<file path="config.mk">
export PLATFORM = sky130hd
export DESIGN_NAME = fetch_unit_top
export DESIGN_NICKNAME = d
export VERILOG_FILES = /design/src/fetch_pkg.sv /design/src/reg_file_1w1r.sv /design/src/fifo_fwft.sv /design/src/pc_sequencer.sv /design/src/credit_sender.sv /design/src/predecode.sv /design/src/fetch_unit_top.sv
export VERILOG_INCLUDE_DIRS = /design/src
export SDC_FILE = /design/constraint.sdc
export NUM_CORES = 1
export LEC_CHECK = 0
export BUFFER_PORTS_ARGS = -buffer_cell sky130_fd_sc_hd__buf_4
export CAP_MARGIN = 10
export CORE_MARGIN = 3
export CORE_UTILIZATION = 30
export DETAILED_ROUTE_END_ITERATION = 16
export GPL_TIMING_DRIVEN = 0
export HOLD_SLACK_MARGIN = 0.08
export PLACE_DENSITY = 0.53
export SYNTH_ARGS = -nofsm -noshare
export SYNTH_HDL_FRONTEND = slang
export SYNTH_SLANG_ARGS = --single-unit
</file>
<file path="constraint.sdc">
create_clock -name clk -period 10.6 [get_ports clk]
set_clock_uncertainty 0.1 [all_clocks]
set_input_delay 2.12 -clock clk [delete_from_list [all_inputs] [get_ports clk]]
set_output_delay 2.12 -clock clk [all_outputs]
set_load 0.005 [all_outputs]
</file>
<file path="src/fetch_settings.svh">
`ifndef FETCH_SETTINGS_SVH
`define FETCH_SETTINGS_SVH

// Widths of the fetch datapath.
`define FETCH_ADDR_W    32           // the pc is a full 32-bit byte address.
`define FETCH_INSTR_W   32           // only uncompressed instructions are fetched.

// Queue sizes, given as log2 of the entry count.
`define REQ_Q_DEPTH_W   2            // four addresses wait ahead of memory.
`define RESP_Q_DEPTH_W  3            // eight packets wait for decode.

// Memory side flow control.
`define MEM_CREDITS     4            // memory owns this many request slots after reset.

// Fetch starts here when reset is released.
`define FETCH_RESET_PC  32'h8000_0000 // boot address of the core.

`endif

</file>
<file path="src/fetch_pkg.sv">
`default_nettype none

`include "fetch_settings.svh"

package fetch_pkg;

   // a fetch request as it waits in the request queue and goes to memory.
   typedef struct packed {
      logic                      epoch; // epoch that was current when the pc was made.
      logic [`FETCH_ADDR_W-1:0]  pc;    // byte address of the instruction.
   } fetch_req_t;

   // a memory response, which echoes the request it answers.
   typedef struct packed {
      logic                      epoch; // copied from the request.
      logic [`FETCH_ADDR_W-1:0]  pc;    // copied from the request.
      logic [`FETCH_INSTR_W-1:0] instr; // the instruction word that was read.
   } fetch_resp_t;

   // Packet handed to the decode stage.
   typedef struct packed {
      logic [`FETCH_ADDR_W-1:0]  pc;        // address of the instruction.
      logic [`FETCH_INSTR_W-1:0] instr;     // raw instruction word.
      logic                      is_branch; // set for branch, jal and jalr.
   } fetch_pkt_t;

endpackage

`default_nettype wire

</file>
<file path="src/reg_file_1w1r.sv">
`timescale 1ns/1ps
`default_nettype none

module reg_file_1w1r #(
   parameter type payload_t = logic [31:0], // type of one stored word.
   parameter int  addr_w    = 2             // address width, giving 2**addr_w words.
) (
   input  wire              clk,
   input  wire              we,    // write strobe.
   input  wire [addr_w-1:0] waddr, // write address.
   input  wire payload_t    wdata, // write data.
   input  wire              re,    // read strobe, loads the read register.
   input  wire [addr_w-1:0] raddr, // read address.
   output payload_t         rdata  // registered read data.
);

   localparam int depth = 2 ** addr_w; // number of words in the array.

   payload_t mem [depth]; // storage array.

   // the write port is a plain synchronous write.
   always_ff @(posedge clk) begin
      if (we) begin
         mem[waddr] <= wdata; // store the word at the write address.
      end
   end

   // The read register only moves when re is high.
   // The FIFO uses this to prefetch the next head while it pops the current one.
   always_ff @(posedge clk) begin
      if (re) begin
         rdata <= mem[raddr]; // old contents are read if raddr is written now.
      end
   end

endmodule

`default_nettype wire

</file>
<file path="src/fifo_fwft.sv">
`timescale 1ns/1ps
`default_nettype none

module fifo_fwft #(
   parameter type payload_t   = logic [31:0], // type of one queue entry.
   parameter int  depth_width = 2             // log2 of the number of entries.
) (
   input  wire           clk,
   input  wire           arst_n,
   input  wire           flush, // empties the queue at the next edge.
   input  wire           push,  // writes din when ready is high.
   input  wire payload_t din,
   output logic          ready, // low only while the queue is full.
   input  wire           pop,   // drops the head when valid is high.
   output payload_t      dout,  // head of the queue, valid in the same cycle.
   output logic          valid  // high while the queue holds an entry.
);

   localparam logic [depth_width:0] ptr_one = 1; // pointer increment.

   logic [depth_width:0] w_ptr, r_ptr;         // one extra bit tells full from empty.
   logic [depth_width:0] w_ptr_nxt, r_ptr_nxt; // pointers after one step.
   logic                 wr_en, rd_en;         // accepted push and pop.
   logic                 state_r;              // head is held in dat_r.
   logic                 fwft_nxt, clr_state;  // set and clear of state_r.
   payload_t             dat_r;                // word pushed into an empty queue.
   payload_t             din_r;                // word written while it was prefetched.
   payload_t             rf_dout;              // prefetched head from the array.
   logic                 rf_conflict;          // prefetch address is being written.
   logic                 bypass_r;             // din_r replaces the array output.

   assign ready = (w_ptr[depth_width] == r_ptr[depth_width]) |
                  (w_ptr[depth_width-1:0] != r_ptr[depth_width-1:0]); // not full.
   assign valid = (w_ptr != r_ptr); // not empty.

   assign wr_en     = push & ready; // a push into a full queue is ignored.
   assign rd_en     = pop & valid;  // a pop of an empty queue is ignored.
   assign w_ptr_nxt = w_ptr + ptr_one;
   assign r_ptr_nxt = r_ptr + ptr_one;

   always_ff @(posedge clk or negedge arst_n) begin
      if (!arst_n) begin
         w_ptr <= '0;
         r_ptr <= '0;
      end else if (flush) begin
         w_ptr <= '0; // flush wins over a push in the same cycle.
         r_ptr <= '0;
      end else begin
         if (wr_en) w_ptr <= w_ptr_nxt;
         if (rd_en) r_ptr <= r_ptr_nxt;
      end
   end

   assign fwft_nxt  = ~state_r & ~valid & wr_en; // first word into an empty queue.
   assign clr_state = state_r & rd_en;           // that word leaves the queue.

   always_ff @(posedge clk or negedge arst_n) begin
      if (!arst_n) begin
         state_r <= 1'b0;
      end else if (flush) begin
         state_r <= 1'b0;
      end else if (fwft_nxt) begin
         state_r <= 1'b1; // head shows at dout right after the push edge.
      end else if (clr_state) begin
         state_r <= 1'b0; // from now on the head comes from the array.
      end
   end

   always_ff @(posedge clk) begin
      if (fwft_nxt) dat_r <= din; // capture the first word directly.
      if (rd_en) din_r <= din;    // kept in case the prefetch collides with this write.
   end

   reg_file_1w1r #(
      .payload_t (payload_t),
      .addr_w    (depth_width)
   ) u_rf (
      .clk   (clk),
      .we    (wr_en),
      .waddr (w_ptr[depth_width-1:0]),
      .wdata (din),
      .re    (rd_en),
      .raddr (r_ptr_nxt[depth_width-1:0]), // prefetch the entry behind the head.
      .rdata (rf_dout)
   );

   assign rf_conflict = wr_en & rd_en &
                        (w_ptr[depth_width-1:0] == r_ptr_nxt[depth_width-1:0]);

   always_ff @(posedge clk or negedge arst_n) begin
      if (!arst_n) begin
         bypass_r <= 1'b0;
      end else if (rd_en) begin
         bypass_r <= rf_conflict; // the array read returned stale data when this is set.
      end
   end

   assign dout = state_r ? dat_r : (bypass_r ? din_r : rf_dout);

endmodule

`default_nettype wire

</file>
<file path="src/pc_sequencer.sv">
`timescale 1ns/1ps
`default_nettype none

`include "fetch_settings.svh"

module pc_sequencer
   import fetch_pkg::*;
(
   input  wire                     clk,
   input  wire                     arst_n,
   input  wire                     redirect_valid, // load a new pc this cycle.
   input  wire [`FETCH_ADDR_W-1:0] redirect_pc,    // target of the redirect.
   input  wire                     req_ready,      // request queue has room.
   output logic                    req_push,       // push req into the queue.
   output fetch_req_t              req,            // current pc with its epoch.
   output logic                    epoch           // epoch that predecode compares against.
);

   localparam logic [`FETCH_ADDR_W-1:0] pc_step = 4; // one uncompressed instruction.

   logic [`FETCH_ADDR_W-1:0] pc_r;    // next address to fetch.
   logic                     epoch_r; // flips on every redirect.

   // a redirect cycle pushes nothing, because pc_r still holds the old path.
   assign req_push = req_ready & ~redirect_valid;

   assign req   = '{epoch: epoch_r, pc: pc_r}; // the request carries its epoch along.
   assign epoch = epoch_r;

   always_ff @(posedge clk or negedge arst_n) begin
      if (!arst_n) begin
         pc_r    <= `FETCH_RESET_PC; // fetch starts at the boot address.
         epoch_r <= 1'b0;
      end else if (redirect_valid) begin
         pc_r    <= redirect_pc; // the next push carries the redirect target.
         epoch_r <= ~epoch_r;    // responses still in flight become stale.
      end else if (req_push) begin
         pc_r    <= pc_r + pc_step; // sequential fetch.
      end
   end

endmodule

`default_nettype wire

</file>
<file path="src/credit_sender.sv">
`timescale 1ns/1ps
`default_nettype none

`include "fetch_settings.svh"

module credit_sender
   import fetch_pkg::*;
(
   input  wire        clk,
   input  wire        arst_n,
   input  wire        req_valid,        // request queue has a head.
   input  wire        fetch_req_t req,  // head of the request queue.
   output logic       req_pop,          // head was sent to memory.
   output logic       mem_req_valid,    // memory must take the request this cycle.
   output fetch_req_t mem_req,          // request to instruction memory.
   input  wire        mem_credit_return // one slot freed in the memory request buffer.
);

   localparam int                credit_w    = $clog2(`MEM_CREDITS + 1); // fits the full count.
   localparam logic [credit_w-1:0] credit_init = credit_w'(`MEM_CREDITS);
   localparam logic [credit_w-1:0] credit_one  = 1;

   logic [credit_w-1:0] credit_cnt; // free slots in the memory request buffer.
   logic                send;       // a request goes out this cycle.

   // Memory never refuses, so the only thing that can hold a request back
   // is an empty credit count.
   assign send = req_valid & (credit_cnt != '0);

   assign req_pop       = send; // pop and issue happen together.
   assign mem_req_valid = send;
   assign mem_req       = req;  // the queue head goes straight to memory.

   always_ff @(posedge clk or negedge arst_n) begin
      if (!arst_n) begin
         credit_cnt <= credit_init; // memory starts with every slot free.
      end else begin
         case ({send, mem_credit_return})
            2'b10:   credit_cnt <= credit_cnt - credit_one; // a slot was taken.
            2'b01:   credit_cnt <= credit_cnt + credit_one; // a slot came back.
            default: credit_cnt <= credit_cnt;              // both or neither cancel out.
         endcase
      end
   end

endmodule

`default_nettype wire

</file>
<file path="src/predecode.sv">
`timescale 1ns/1ps
`default_nettype none

module predecode
   import fetch_pkg::*;
(
   input  wire         mem_resp_valid, // memory presents a response.
   input  wire         fetch_resp_t mem_resp,
   input  wire         epoch,          // current epoch from the sequencer.
   output logic        resp_push,      // push pkt into the response queue.
   output fetch_pkt_t  pkt             // packet for the decode stage.
);

   // RV32I opcodes that change control flow.
   localparam logic [6:0] op_branch = 7'b1100011; // conditional branches.
   localparam logic [6:0] op_jal    = 7'b1101111; // jump and link.
   localparam logic [6:0] op_jalr   = 7'b1100111; // jump and link register.

   logic [6:0] opcode;      // major opcode field of the instruction.
   logic       epoch_match; // the response belongs to the current path.
   logic       is_ctrl;     // the instruction is a control transfer.

   assign opcode      = mem_resp.instr[6:0];
   assign epoch_match = (mem_resp.epoch == epoch);

   // A stale response is simply not pushed.
   // Memory still sees ready and retires it as if it had been taken.
   assign resp_push = mem_resp_valid & epoch_match;

   always_comb begin
      case (opcode)
         op_branch: is_ctrl = 1'b1;
         op_jal:    is_ctrl = 1'b1;
         op_jalr:   is_ctrl = 1'b1;
         default:   is_ctrl = 1'b0; // everything else falls through.
      endcase
   end

   always_comb begin
      pkt.pc        = mem_resp.pc;    // address passes through unchanged.
      pkt.instr     = mem_resp.instr; // so does the instruction word.
      pkt.is_branch = is_ctrl;
   end

endmodule

`default_nettype wire

</file>
<file path="src/fetch_unit_top.sv">
`timescale 1ns/1ps
`default_nettype none

`include "fetch_settings.svh"

module fetch_unit_top
   import fetch_pkg::*;
(
   input  wire                     clk,
   input  wire                     arst_n,
   input  wire                     redirect_valid,    // new pc from the back end.
   input  wire [`FETCH_ADDR_W-1:0] redirect_pc,
   output logic                    mem_req_valid,     // request to instruction memory.
   output fetch_req_t              mem_req,
   input  wire                     mem_credit_return, // one credit back from memory.
   input  wire                     mem_resp_valid,    // response from instruction memory.
   input  wire                     fetch_resp_t mem_resp,
   output logic                    mem_resp_ready,    // response queue can take a packet.
   output logic                    dec_valid,         // decode has a packet to take.
   output fetch_pkt_t              dec_pkt,
   input  wire                     dec_pop            // decode consumed dec_pkt.
);

   logic       req_push;    // sequencer pushes a new pc.
   fetch_req_t seq_req;     // pc and epoch from the sequencer.
   logic       req_ready;   // request queue has room.
   logic       req_q_valid; // request queue has a head.
   fetch_req_t req_q_dout;  // head of the request queue.
   logic       req_pop;     // head was issued to memory.
   logic       epoch;       // current epoch.
   logic       resp_push;   // current-epoch response.
   fetch_pkt_t resp_pkt;    // predecoded packet.

   pc_sequencer u_pc_sequencer (
      .clk            (clk),
      .arst_n         (arst_n),
      .redirect_valid (redirect_valid),
      .redirect_pc    (redirect_pc),
      .req_ready      (req_ready),
      .req_push       (req_push),
      .req            (seq_req),
      .epoch          (epoch)
   );

   // addresses wait here until memory has a free slot.
   fifo_fwft #(
      .payload_t   (fetch_req_t),
      .depth_width (`REQ_Q_DEPTH_W)
   ) req_q (
      .clk    (clk),
      .arst_n (arst_n),
      .flush  (redirect_valid), // requests from the old path are thrown away.
      .push   (req_push),
      .din    (seq_req),
      .ready  (req_ready),
      .pop    (req_pop),
      .dout   (req_q_dout),
      .valid  (req_q_valid)
   );

   credit_sender u_credit_sender (
      .clk               (clk),
      .arst_n            (arst_n),
      .req_valid         (req_q_valid),
      .req               (req_q_dout),
      .req_pop           (req_pop),
      .mem_req_valid     (mem_req_valid),
      .mem_req           (mem_req),
      .mem_credit_return (mem_credit_return)
   );

   predecode u_predecode (
      .mem_resp_valid (mem_resp_valid),
      .mem_resp       (mem_resp),
      .epoch          (epoch),
      .resp_push      (resp_push),
      .pkt            (resp_pkt)
   );

   // The queue's ready doubles as mem_resp_ready, so memory holds a response while it is full.
   fifo_fwft #(
      .payload_t   (fetch_pkt_t),
      .depth_width (`RESP_Q_DEPTH_W)
   ) resp_q (
      .clk    (clk),
      .arst_n (arst_n),
      .flush  (redirect_valid), // decode never sees packets from the old path.
      .push   (resp_push),
      .din    (resp_pkt),
      .ready  (mem_resp_ready),
      .pop    (dec_pop),
      .dout   (dec_pkt),
      .valid  (dec_valid)
   );

endmodule

`default_nettype wire

</file>
Word level (Yosys, flattened, before mapping) --
Memories as Yosys holds them, arrays and structs flattened. A register that Yosys moved wholly into a read port is not among the register bits. Cells that the tools add are included.
Operators by class: divide/modulo/power cells 0, eq/ne operators 14, shift-type cells 0, reduce and logical (&&, ||, !) cells 10, bitwise logic cells 25, magnitude comparators 0, $mul 0, multiplexer cells 26, add/sub/neg operators 7
Operators with widths (count):
- 65-bit 2-to-1 mux | 2
- 33-bit 2-to-1 mux | 2
- 32-bit 2-to-1 mux | 2
- 32-bit by 3-bit adder with 32-bit output (second input constant) | 1
- 7-bit == test (second input constant) | 3
- 1-bit AND | 17
- 4-bit 2-to-1 mux | 4
- 3-bit 2-to-1 mux | 4
- 2-bit nonzero test | 6
- 1-bit 2-to-1 mux | 11
- 3-bit by 1-bit adder with 3-bit output (second input constant) | 3
- 3-bit nonzero test | 3
- 4-bit by 1-bit adder with 4-bit output (second input constant) | 2
- 3-bit inequality test | 2
- 1-bit NOT | 6
- 3-bit one-hot mux with 2 select lines | 1
- 4-bit inequality test | 1
- 1-bit == test | 3
- 3-bit == test | 1
- 3-bit OR reduction | 1
- 3-bit by 1-bit subtractor with 3-bit output (second input constant) | 1
- 2-bit by 1-bit == test with 1-bit output (second input constant) | 1
- 2-bit == test | 1
- 2-bit == test (second input constant) | 1
- 2 further kinds | 3
Storage, ports and cells: memories kept 2, ROM bits 0, bits in latches 0, output and inout port bits 101, bits in writable memories 652, input port bits 103, logic and storage cells 105, register bits after elaboration 250
Memories:
- resp_q.u_rf.mem | depth 8, width 65, rd ports 1, clocked after Yosys merged registers in 1, wr ports 1, line reg_file_1w1r.sv:19 | payload_t mem [depth];
- req_q.u_rf.mem | depth 4, width 33, rd ports 1, clocked after Yosys merged registers in 1, wr ports 1, line reg_file_1w1r.sv:19

Logic depth before layout (Yosys ltp) --
Gate-level depths: netlist (run 1).
depth in word-level cells 7, depth in mapped cells 11

Cells and area by module --
From an unflattened synthesis (run 1), not the netlist that was laid out.
Unflattened totals: cells, all modules 2036, area total of the unflattened synthesis 39414.1 um^2
Modules (own cells, without submodules):
- reg_file_1w1r (resp_q.u_rf) | area an instance 21508.1 um^2, times used 1, cells an instance 829
- fifo_fwft (resp_q) | area an instance 5839.4 um^2, times used 1, cells an instance 407
- reg_file_1w1r (req_q.u_rf) | area an instance 5830.6 um^2, times used 1, cells an instance 210
- fifo_fwft (req_q) | area an instance 3301.9 um^2, times used 1, cells an instance 246
- pc_sequencer | area an instance 1975.6 um^2, times used 1, cells an instance 226
- predecode | area an instance 538.0 um^2, times used 1, cells an instance 71
- credit_sender | area an instance 420.4 um^2, times used 1, cells an instance 47

Worst setup path after synthesis (run 1) --
OpenSTA, ideal clock, no wires.
path type input -> register, start input mem_resp[64] (netlist bit), end memory resp_q.u_rf.mem[0][0] (netlist bit) (enable), slack 2734 ps, library setup time 568 ps, data required time 9932 ps, stages on the path 4, buffers on the path 0, data arrival time 7198 ps, path through xnor2_1 nand2_1 or3_1 nor3_1
On the way: cells in the longest elaborated chain, start to end 5
RTL lines:
- start, declared | line fetch_unit_top.sv:17 | input wire fetch_resp_t mem_resp,
- 1-bit == test | line predecode.sv:24 | assign epoch_match = (mem_resp.epoch == epoch);
- 1-bit AND | line predecode.sv:28 | assign resp_push = mem_resp_valid & epoch_match;
- 1-bit AND | line fifo_fwft.sv:36 | assign wr_en = push & ready;
- 1-bit 2-to-1 mux | line reg_file_1w1r.sv:23 | if (we) begin
- 1-bit 2-to-1 mux (implied by the code) | line reg_file_1w1r.sv:24 | mem[waddr] <= wdata;
- end, declared | line reg_file_1w1r.sv:19
No other way between the ends.

==> metrics.cfg, run 1 <==
[run]
drv_cap=0

[drt]
wirelength_mm=97.4
ant_nets=0
drtIter0Drc=1773
viasPerCell=4.82
drc=0
dr.pass1.iters=6
via_count=19500
wl_per_cell_um=24.0

[global_routing]
grt_pass1_vias=20400
grt_max_degree=83
grt_pass1_wl_mm=142
grtUsageTotal_pct=14.7
antenna_found_initial=14
overflow=0

[pwr]
comb_power_share_pct=27.4
vdd_ir_drop_max_mv=0.152
p_per_area_nw_per_um2=268
sw_frac_of_total_pct=29.7
power_frac_seq_pct=42.8
fin_total_pwr_w=0.0125
pwr-share-clk_pct=29.8
power_leakage_nw=15.1
power.internal_w=0.00880
p_switching_w=0.00371

[worst_setup_path]
critPathMaxFanout=10
cp-start-kind=register
crit_type=register to primary output
worstPathRequired_ns=8.38
critPathArrivalTime_ns=3.54
crit_path_end_kind=primary output

[sta]
setup_viol=0
slew_viol_final=0
final.setup.worst_slack_ns=4.84
rsz0062_at_grt=no
fin_crit_sh_pct=54.3
max_freq_mhz=174
slew_headroom_pct=25.4
worst_pin_slew_ns=1.12
fin_crit_ns=5.76
hold_viol=0

[clocking]
cts_inserted_buffers=106
postCtsSetupBuffers=0
cts-resized-gates=0
clock-sinks=1000
cts_htree_levels=3
clkLatencyLatePin_ns=0.72
clk_pin_slew_ns=0.06
hold_buffers=0
cts-root-buf=clkbuf_16
clockBufferDepth=3
cts_tree=done

[synthesis]
netlist_area_um2=38500
yosys_register_bits=1000
synth-seq-area-share_pct=77.3
postSynthNetCount=2047
synth_top_area_share_pct=73.8
synth_flop_cell=edfxtp_1
synth_top_cell_by_area=edfxtp_1
yosysUniqueCellTypes=58
synth-edff-count=946
yosysWarningCount=0
synth_area_leaders=edfxtp_1 (74%), mux4_2 (9.5%), dfrtp_1 (3.4%)
async_flop_share_pct=5.40
synth_cells=1934
syn_area_per_cell_um2=19.9

[die]
fp.dieW_um=364
dieArea_um2=133000
die-height_um=364
core_um2=127000
std_cell_rows=130
pin_count=204
start_util_pct=30.4

[place]
dp.cells=3846
place_ws_ns=5.51
dp_hpwl_mm=62.9
place_congestion=0.839
numPortBuffers=202
place_area_um2=43200

[layout]
fillCellCount=11600
syn_to_final_growth_pct=21.3
nets=2417
final_cell_area_um2=46700
fin_cells=4051
final_cell_mix=edfxtp_1 (946), buf_4 (209), mux4_2 (163), nand2_1 (134), o21ai_0 (113)
final_common_cell=edfxtp_1
layout-drive-gt1-share_pct=30.4

[min_path]
hp-class=register to register

[run_status]
status=complete, no violations

worst max-delay path, cell delays in order (launching register included):
cell and delay [ns]:
dfrtp_1 0.78, clkbuf_1 0.70, clkbuf_1 0.81, nand2_1 0.09
o21ai_0 0.25, buf_4 0.21
flip-flops by register name (all words and copies together) (netlist names), 4 cells and up:
register	cells
resp_q.dat_r	65
resp_q.w_ptr	4
req_q.din_r	33
resp_q.r_ptr	4
resp_q.u_rf.rdata	65
resp_q.u_rf.mem	520
req_q.dat_r	33
req_q.u_rf.rdata	33
resp_q.din_r	65
u_pc_sequencer.pc_r	32
req_q.u_rf.mem	132
worst paths after layout:
| path | from | endpoint | slack [ns] | cells past startpoint |
|---|---|---|---|---|
| worst max register to register | resp_q.state_r$_DFFE_PN0P_ | resp_q.dat_r[22]$_DFFE_PP_ | 7.07 | 7 |
| max in group asynchronous | arst_n | req_q.state_r$_DFFE_PN0P_ | 8.48 | 1 |
| worst min register to register | u_credit_sender.credit_cnt[2]$_DFFE_PN1P_ | u_credit_sender.credit_cnt[2]$_DFFE_PN1P_ | 0.42 | 1 |
| min in group asynchronous | arst_n | u_pc_sequencer.pc_r[9]$_DFFE_PN0N_ | 1.39 | 1 |
| worst min-delay path | u_credit_sender.credit_cnt[2]$_DFFE_PN1P_ | u_credit_sender.credit_cnt[2]$_DFFE_PN1P_ | 0.42 | 1 |
| worst max-delay path | resp_q.state_r$_DFFE_PN0P_ | dec_pkt[54] | 4.84 | 5 |
synth_stat cells (6+ instances only):
cell and number:
edfxtp_1 946, mux4_2 163, nand2_1 134, o21ai_0 113
mux2i_1 101, mux2_2 69, clkbuf_1 52, dfrtp_1 52
buf_2 38, nor2_1 33, inv_1 19, xnor2_1 19
nand3_1 17, nor3_1 13, and4_1 12, nand4_1 12
o311ai_0 11, xor2_1 11, and3_1 10, a311oi_1 9
a31oi_1 9, ha_1 9, a21oi_1 8, a221o_1 8
buf_1 6
through the flow:
stage          setup TNS (ns)  hold slack, ns  utilization (%)
6_report                    0           0.424             36.9
5_1_grt                     0           0.451             36.9
4_1_cts                     0           0.425             36.9
3_5_place_dp                0           0.413             34.1
3_3_place_gp          -631.32           0.416             33.3
2_1_floorplan               0           0.404                -
kinds of logic after synthesis:
logic type | after synthesis | share of synthesized area [%]
adders and majority gates | 10 | 0.344
DFF | 1000 | 77.3
and+or+nand+nor | 262 | 3.24
buffers and inverters | 121 | 1.37
AOI/OAI and AO/OA | 177 | 2.86
xor gates and xnor gates | 31 | 0.725
muxes | 333 | 14.2
area by class of cell:
class,instances,area [µm²],share of cell area (%)
Timing Repair Buffer,262,2490,5.33
Inverter,19,76.3,0.163
Tap cell,1650,2060,4.42
Sequential cell,1000,29800,63.7
Clock inverter,74,798,1.71
Multi-Input combinational cell,813,8300,17.8
Antenna cell,7,17.5,0.0375
Buffer,102,458,0.981
Clock buffer,124,2730,5.85
layer usage:
layer	GRT usage [%]	share of wire, %	vias to the layer above
li1	-	-	8589
met4	3.33	1.9	8
met2	24.0	48	596
met5	0	0.056	-
met3	4.59	8.0	161
met1	19.2	42	10200
power by group through the flow:
| stage | Combinational (W) | Clock, W | Sequential (W) |
|---|---|---|---|
| floorplan | 0.00191 | 0 | 0.00543 |
| global placement | 0.00333 | 0 | 0.00556 |
| detailed placement | 0.00355 | 0 | 0.00544 |
| CTS | 0.00356 | 0.00383 | 0.00536 |
| global route | 0.00374 | 0.00399 | 0.00541 |
| finish | 0.00343 | 0.00372 | 0.00536 |
Note: power is estimated with default switching activity, not from simulation.
==> inputs of run 2 (changes only) <==
- clock period: 10.6 -> 5.8 ns (I/O delays scaled with it)
==> metrics.cfg, run 2 (synthesis results as in run 1) <==
[run_status]
status=complete, no violations

[clocking]
hold_buffers=0  ; unchanged
cts_htree_levels=3  ; unchanged
clock-sinks=1000  ; unchanged
clkLatencyLatePin_ns=0.71  ; about the same
postCtsSetupBuffers=0  ; unchanged
clk_pin_slew_ns=0.06  ; about the same
cts-resized-gates=0  ; unchanged
clockBufferDepth=3  ; unchanged
cts_tree=done
cts-root-buf=clkbuf_16
cts_inserted_buffers=107  ; +0.94%

[place]
numPortBuffers=202  ; unchanged
place_ws_ns=1.50  ; -4.01 ns
place_congestion=0.824  ; -1.8%
dp_hpwl_mm=63.2  ; +0.52%

[drt]
dr.pass1.iters=5  ; -1
wl_met3_mm=7.15  ; -7.9%
drtIter0Drc=1871  ; +5.5%
drc=0  ; unchanged
routed.top_layer=met5
ant_nets=0  ; unchanged
wl_met2_mm=46.4  ; -1.0%
wirelength_mm=96.9  ; -0.49%
viasPerCell=4.83  ; +0.27%
wl_per_cell_um=24.0  ; about the same
via_count=19500  ; -0.15%
drt-met1-wl_mm=41.1  ; +0.96%

[run]
drv_cap=0  ; unchanged

[layout]
layout-drive-gt1-share_pct=29.4  ; -0.99 points
largestRegisters=resp_q.u_rf.mem x520, req_q.u_rf.mem x132
fillCellCount=11700  ; +0.55%
largest-register=resp_q.u_rf.mem
fin_util_pct=36.8  ; -0.12 points
nets=2408  ; -0.37%
final_common_cell=edfxtp_1
final_cell_mix=edfxtp_1 (946), buf_4 (206), mux4_2 (163), nand2_1 (134), o21ai_0 (113)
largest_reg_flops=520  ; unchanged
syn_to_final_growth_pct=20.9

[die]
std_cell_rows=130  ; unchanged
fp.dieW_um=364  ; unchanged
start_util_pct=30.4  ; unchanged
pin_count=204  ; unchanged
dieArea_um2=133000  ; unchanged
core_um2=127000  ; unchanged
die-height_um=364  ; unchanged

[global_routing]
grt_pass1_wl_mm=141  ; -0.35%
grt_pass1_vias=20300  ; -0.26%
overflow=0  ; unchanged
grt_max_degree=70  ; -16%
grtUsageTotal_pct=14.6  ; -0.061 points
antenna_found_initial=11  ; -3

[pwr]
p_per_area_nw_per_um2=485  ; +81%
vdd_ir_drop_max_mv=0.285  ; +87%
power_leakage_nw=15.0  ; -0.94%

[sta]
slew_viol_final=0  ; unchanged
max_freq_mhz=209
slew_headroom_pct=24.6  ; -0.84 points
final.setup.worst_slack_ns=1.02  ; -3.82 ns
rsz0062_at_grt=no
fin_crit_ns=4.78
hold_viol=0  ; unchanged
fin_crit_sh_pct=82.4
worst_pin_slew_ns=1.13  ; +0.0126 ns
setup_viol=0  ; unchanged

[worst_setup_path]
crit_path_end_kind=primary output
critPathLaunch=resp_q.state_r$_DFFE_PN0P_
worstPathRequired_ns=4.54  ; -3.84 ns
crit_type=register to primary output
critPathArrivalTime_ns=3.52  ; -0.02 ns
critPathMaxFanout=10  ; unchanged
cp-start-kind=register
r2r_start=resp_q.r_ptr[1]$_DFFE_PN0P_

[min_path]
hp-class=primary input to asynchronous set/reset pin

-- run 2: routing by layer --
metal	vias up	global-route usage, %
li1	8572	-
met1	10100	19.4
met2	636	23.8
met3	157	3.99
met4	8	3.63
met5	-	0
-- run 2: per-stage QoR --
stage          setup TNS, ns  power (W)  area (µm²)  std cells  hold slack (ns)
2_1_floorplan              0     0.0134       38500       1934            0.404
5_1_grt                    0     0.0237       46500       4029            0.436
3_3_place_gp        -2055.35     0.0163       42100       3786            0.415
4_1_cts                    0     0.0230       46500       4029            0.396
6_report                   0     0.0226       46500       4034            0.428
3_5_place_dp               0     0.0166       43300       3836            0.416
-- run 2: worst max-delay path, stage by stage (launching register included) --
cell and delay (ns):
dfrtp_1 0.72, clkbuf_1 0.76, clkbuf_1 0.78, nand2_1 0.08, o21ai_0 0.27, buf_4 0.22
-- run 2: cell type report --
class / count / area, µm² / share of cell area, %
multi-input combinational: 813 / 8320 / 17.9
antenna: 5 / 12.5 / 0.0269
buffer: 102 / 458 / 0.984
clock buffer: 148 / 2910 / 6.26
timing repair buffer: 252 / 2570 / 5.52
sequential: 1000 / 29800 / 63.9
inverter: 19 / 76.3 / 0.164
clock inverter: 45 / 364 / 0.782
tap: 1650 / 2060 / 4.44
-- run 2: path summary, 6_finish.rpt --
| check | to | slack (ns) | depth (start not counted) |
|---|---|---|---|
| min in group clk | u_credit_sender.credit_cnt[2]$_DFFE_PN1P_ | 0.43 | 1 |
| max in group asynchronous | resp_q.r_ptr[0]$_DFFE_PN0P_ | 4.62 | 1 |
| worst min-delay path | u_pc_sequencer.pc_r[11]$_DFFE_PN0N_ | 0.43 | 1 |
| worst min register to register | u_credit_sender.credit_cnt[2]$_DFFE_PN1P_ | 0.43 | 1 |
| worst max register to register | resp_q.u_rf.rdata[57]$_DFFE_PP_ | 2.06 | 6 |
| worst max-delay path | dec_pkt[54] | 1.02 | 5 |
-- run 2: report_power, final --
group / switching, W / internal (W) / leakage (nW)
Combinational: 0.00361 / 0.00282 / 4.04
Clock: 0.00279 / 0.00357 / 1.58
Sequential: 0.000349 / 0.00942 / 9.34
Total: 0.00675 / 0.0158 / 15.0
==> inputs of run 3 (changes only) <==
- clock period: 5.8 -> 4.8 ns (I/O delays scaled with it)
==> metrics.cfg, run 3 (synthesis results as in run 1) <==
[run_status]
status=complete, no violations

[place]
place_area_um2=43300  ; unchanged
place_congestion=0.824  ; unchanged
place_ws_ns=0.699  ; -0.800 ns
numPortBuffers=202  ; unchanged
dp.cells=3836  ; unchanged
dp_hpwl_mm=63.2  ; unchanged

[drt]
drc=0  ; unchanged
viasPerCell=4.84  ; about the same
via_count=19500  ; +0.067%
ant_nets=0  ; unchanged
wirelength_mm=96.9  ; about the same
dr.pass1.iters=7  ; +2
drtIter0Drc=1870  ; -0.053%
wl_per_cell_um=24.0  ; about the same

[global_routing]
grtUsageTotal_pct=14.6  ; unchanged
overflow=0  ; unchanged
antenna_found_initial=11  ; unchanged
grt_pass1_vias=20300  ; unchanged
grt_max_degree=70  ; unchanged
grt_pass1_wl_mm=141  ; unchanged

[sta]
final.setup.worst_slack_ns=0.491  ; -0.528 ns
setup_viol=0  ; unchanged
slew_viol_final=0  ; unchanged
slew_headroom_pct=24.8  ; +0.21 points
worst_pin_slew_ns=1.13  ; -0.00322 ns
rsz0062_at_grt=no
max_freq_mhz=232
fin_crit_sh_pct=89.8
hold_viol=0  ; unchanged
whs_ns=0.229  ; -0.199 ns
fin_crit_ns=4.31

[layout]
fin_cells=4034  ; unchanged
final_cell_area_um2=46500  ; about the same
largestRegisters=resp_q.u_rf.mem x520, req_q.u_rf.mem x132
syn_to_final_growth_pct=20.9  ; about the same
final_common_cell=edfxtp_1
final_cell_mix=edfxtp_1 (946), buf_4 (206), mux4_2 (163), nand2_1 (134), o21ai_0 (113)
nets=2408  ; unchanged
largest_reg_flops=520  ; unchanged
largest-register=resp_q.u_rf.mem
layout-drive-gt1-share_pct=29.4  ; +0.042 points

[die]
pin_count=204  ; unchanged
fp.dieW_um=364  ; unchanged
start_util_pct=30.4  ; unchanged
std_cell_rows=130  ; unchanged
core_um2=127000  ; unchanged
die-height_um=364  ; unchanged
dieArea_um2=133000  ; unchanged

[worst_setup_path]
critPathArrivalTime_ns=3.25  ; -0.27 ns
cp-start-kind=register
crit_path_end_kind=primary output
slowest_stage=clkbuf_1
crit_top_cell=clkbuf_1
worstPathRequired_ns=3.74  ; -0.80 ns
cpPeakStageDelay_ns=0.76  ; -0.02 ns
path_cells=clkbuf_1, clkbuf_1, nand2_1, o21ai_0, buf_4
crit_type=register to primary output
critPathTopFamily=buffers and inverters
critPathMaxFanout=10  ; unchanged
path_buf_inv=3  ; unchanged

[clocking]
cts_htree_levels=3  ; unchanged
clkLatencyLatePin_ns=0.71  ; about the same
clk_pin_slew_ns=0.06  ; about the same
cts_inserted_buffers=107  ; unchanged
clock-sinks=1000  ; unchanged
clockBufferDepth=3  ; unchanged
cts_tree=done
hold_buffers=0  ; unchanged
cts-root-buf=clkbuf_16

[pwr]
p_per_area_nw_per_um2=585  ; +21%
power_leakage_nw=15.0  ; about the same
vdd_ir_drop_max_mv=0.344  ; +21%

[min_path]
hp-class=primary input to asynchronous set/reset pin

[run]
drv_cap=0  ; unchanged

run 3: timing repair:
action / CTS / global route
endpoints found under the setup margin: 1 / 0
setup buffers: 0 / 0
gates resized for setup: 1 / 0
run 3: where the power goes:
part | total, W | switching (W) | leakage (nW) | internal [W]
clock network | 0.00767 | 0.00337 | 1.58 | 0.00431
registers | 0.0118 | 0.000421 | 9.34 | 0.0114
logic | 0.00778 | 0.00436 | 4.04 | 0.00341
run 3: metrics by stage:
step | TNS [ns] | power, W | util [%]
after floorplan | -35.70 | 0.0162 | -
after global placement | -2726.98 | 0.0195 | 33.3
after detailed placement | 0 | 0.0200 | 34.2
after CTS | 0 | 0.0278 | 36.8
after global routing | 0 | 0.0287 | 36.8
final | 0 | 0.0272 | 36.8
run 3: per-layer routing:
metal	routed length [µm]	track usage (%)
met2	46500	23.8
met5	57	0
met4	2100	3.63
met1	41100	19.4
met3	7210	3.99
run 3: worst paths after layout:
path,startpoint,endpoint,slack (ns),depth (start not counted)
max,resp_q.state_r$_DFFE_PN0P_,dec_pkt[51],0.49,5
min,arst_n,u_pc_sequencer.pc_r[11]$_DFFE_PN0N_,0.23,1
max reg2reg,resp_q.r_ptr[1]$_DFFE_PN0P_,resp_q.u_rf.rdata[57]$_DFFE_PP_,1.05,6
min reg2reg,u_credit_sender.credit_cnt[2]$_DFFE_PN1P_,u_credit_sender.credit_cnt[2]$_DFFE_PN1P_,0.43,1
max in group asynchronous,arst_n,resp_q.r_ptr[0]$_DFFE_PN0P_,3.82,1
min in group clk,redirect_pc[6],u_pc_sequencer.pc_r[6]$_DFFE_PN0N_,0.36,3
run 3: final cells by class:
type	count	area (µm²)
tap	1650	2060
timing repair buffer	252	2570
antenna	5	12.5
clock buffer	148	2910
buffer	102	459
sequential	1000	29800
inverter	19	76.3
fill	11700	80000
clock inverter	45	364
multi-input combinational	813	8320
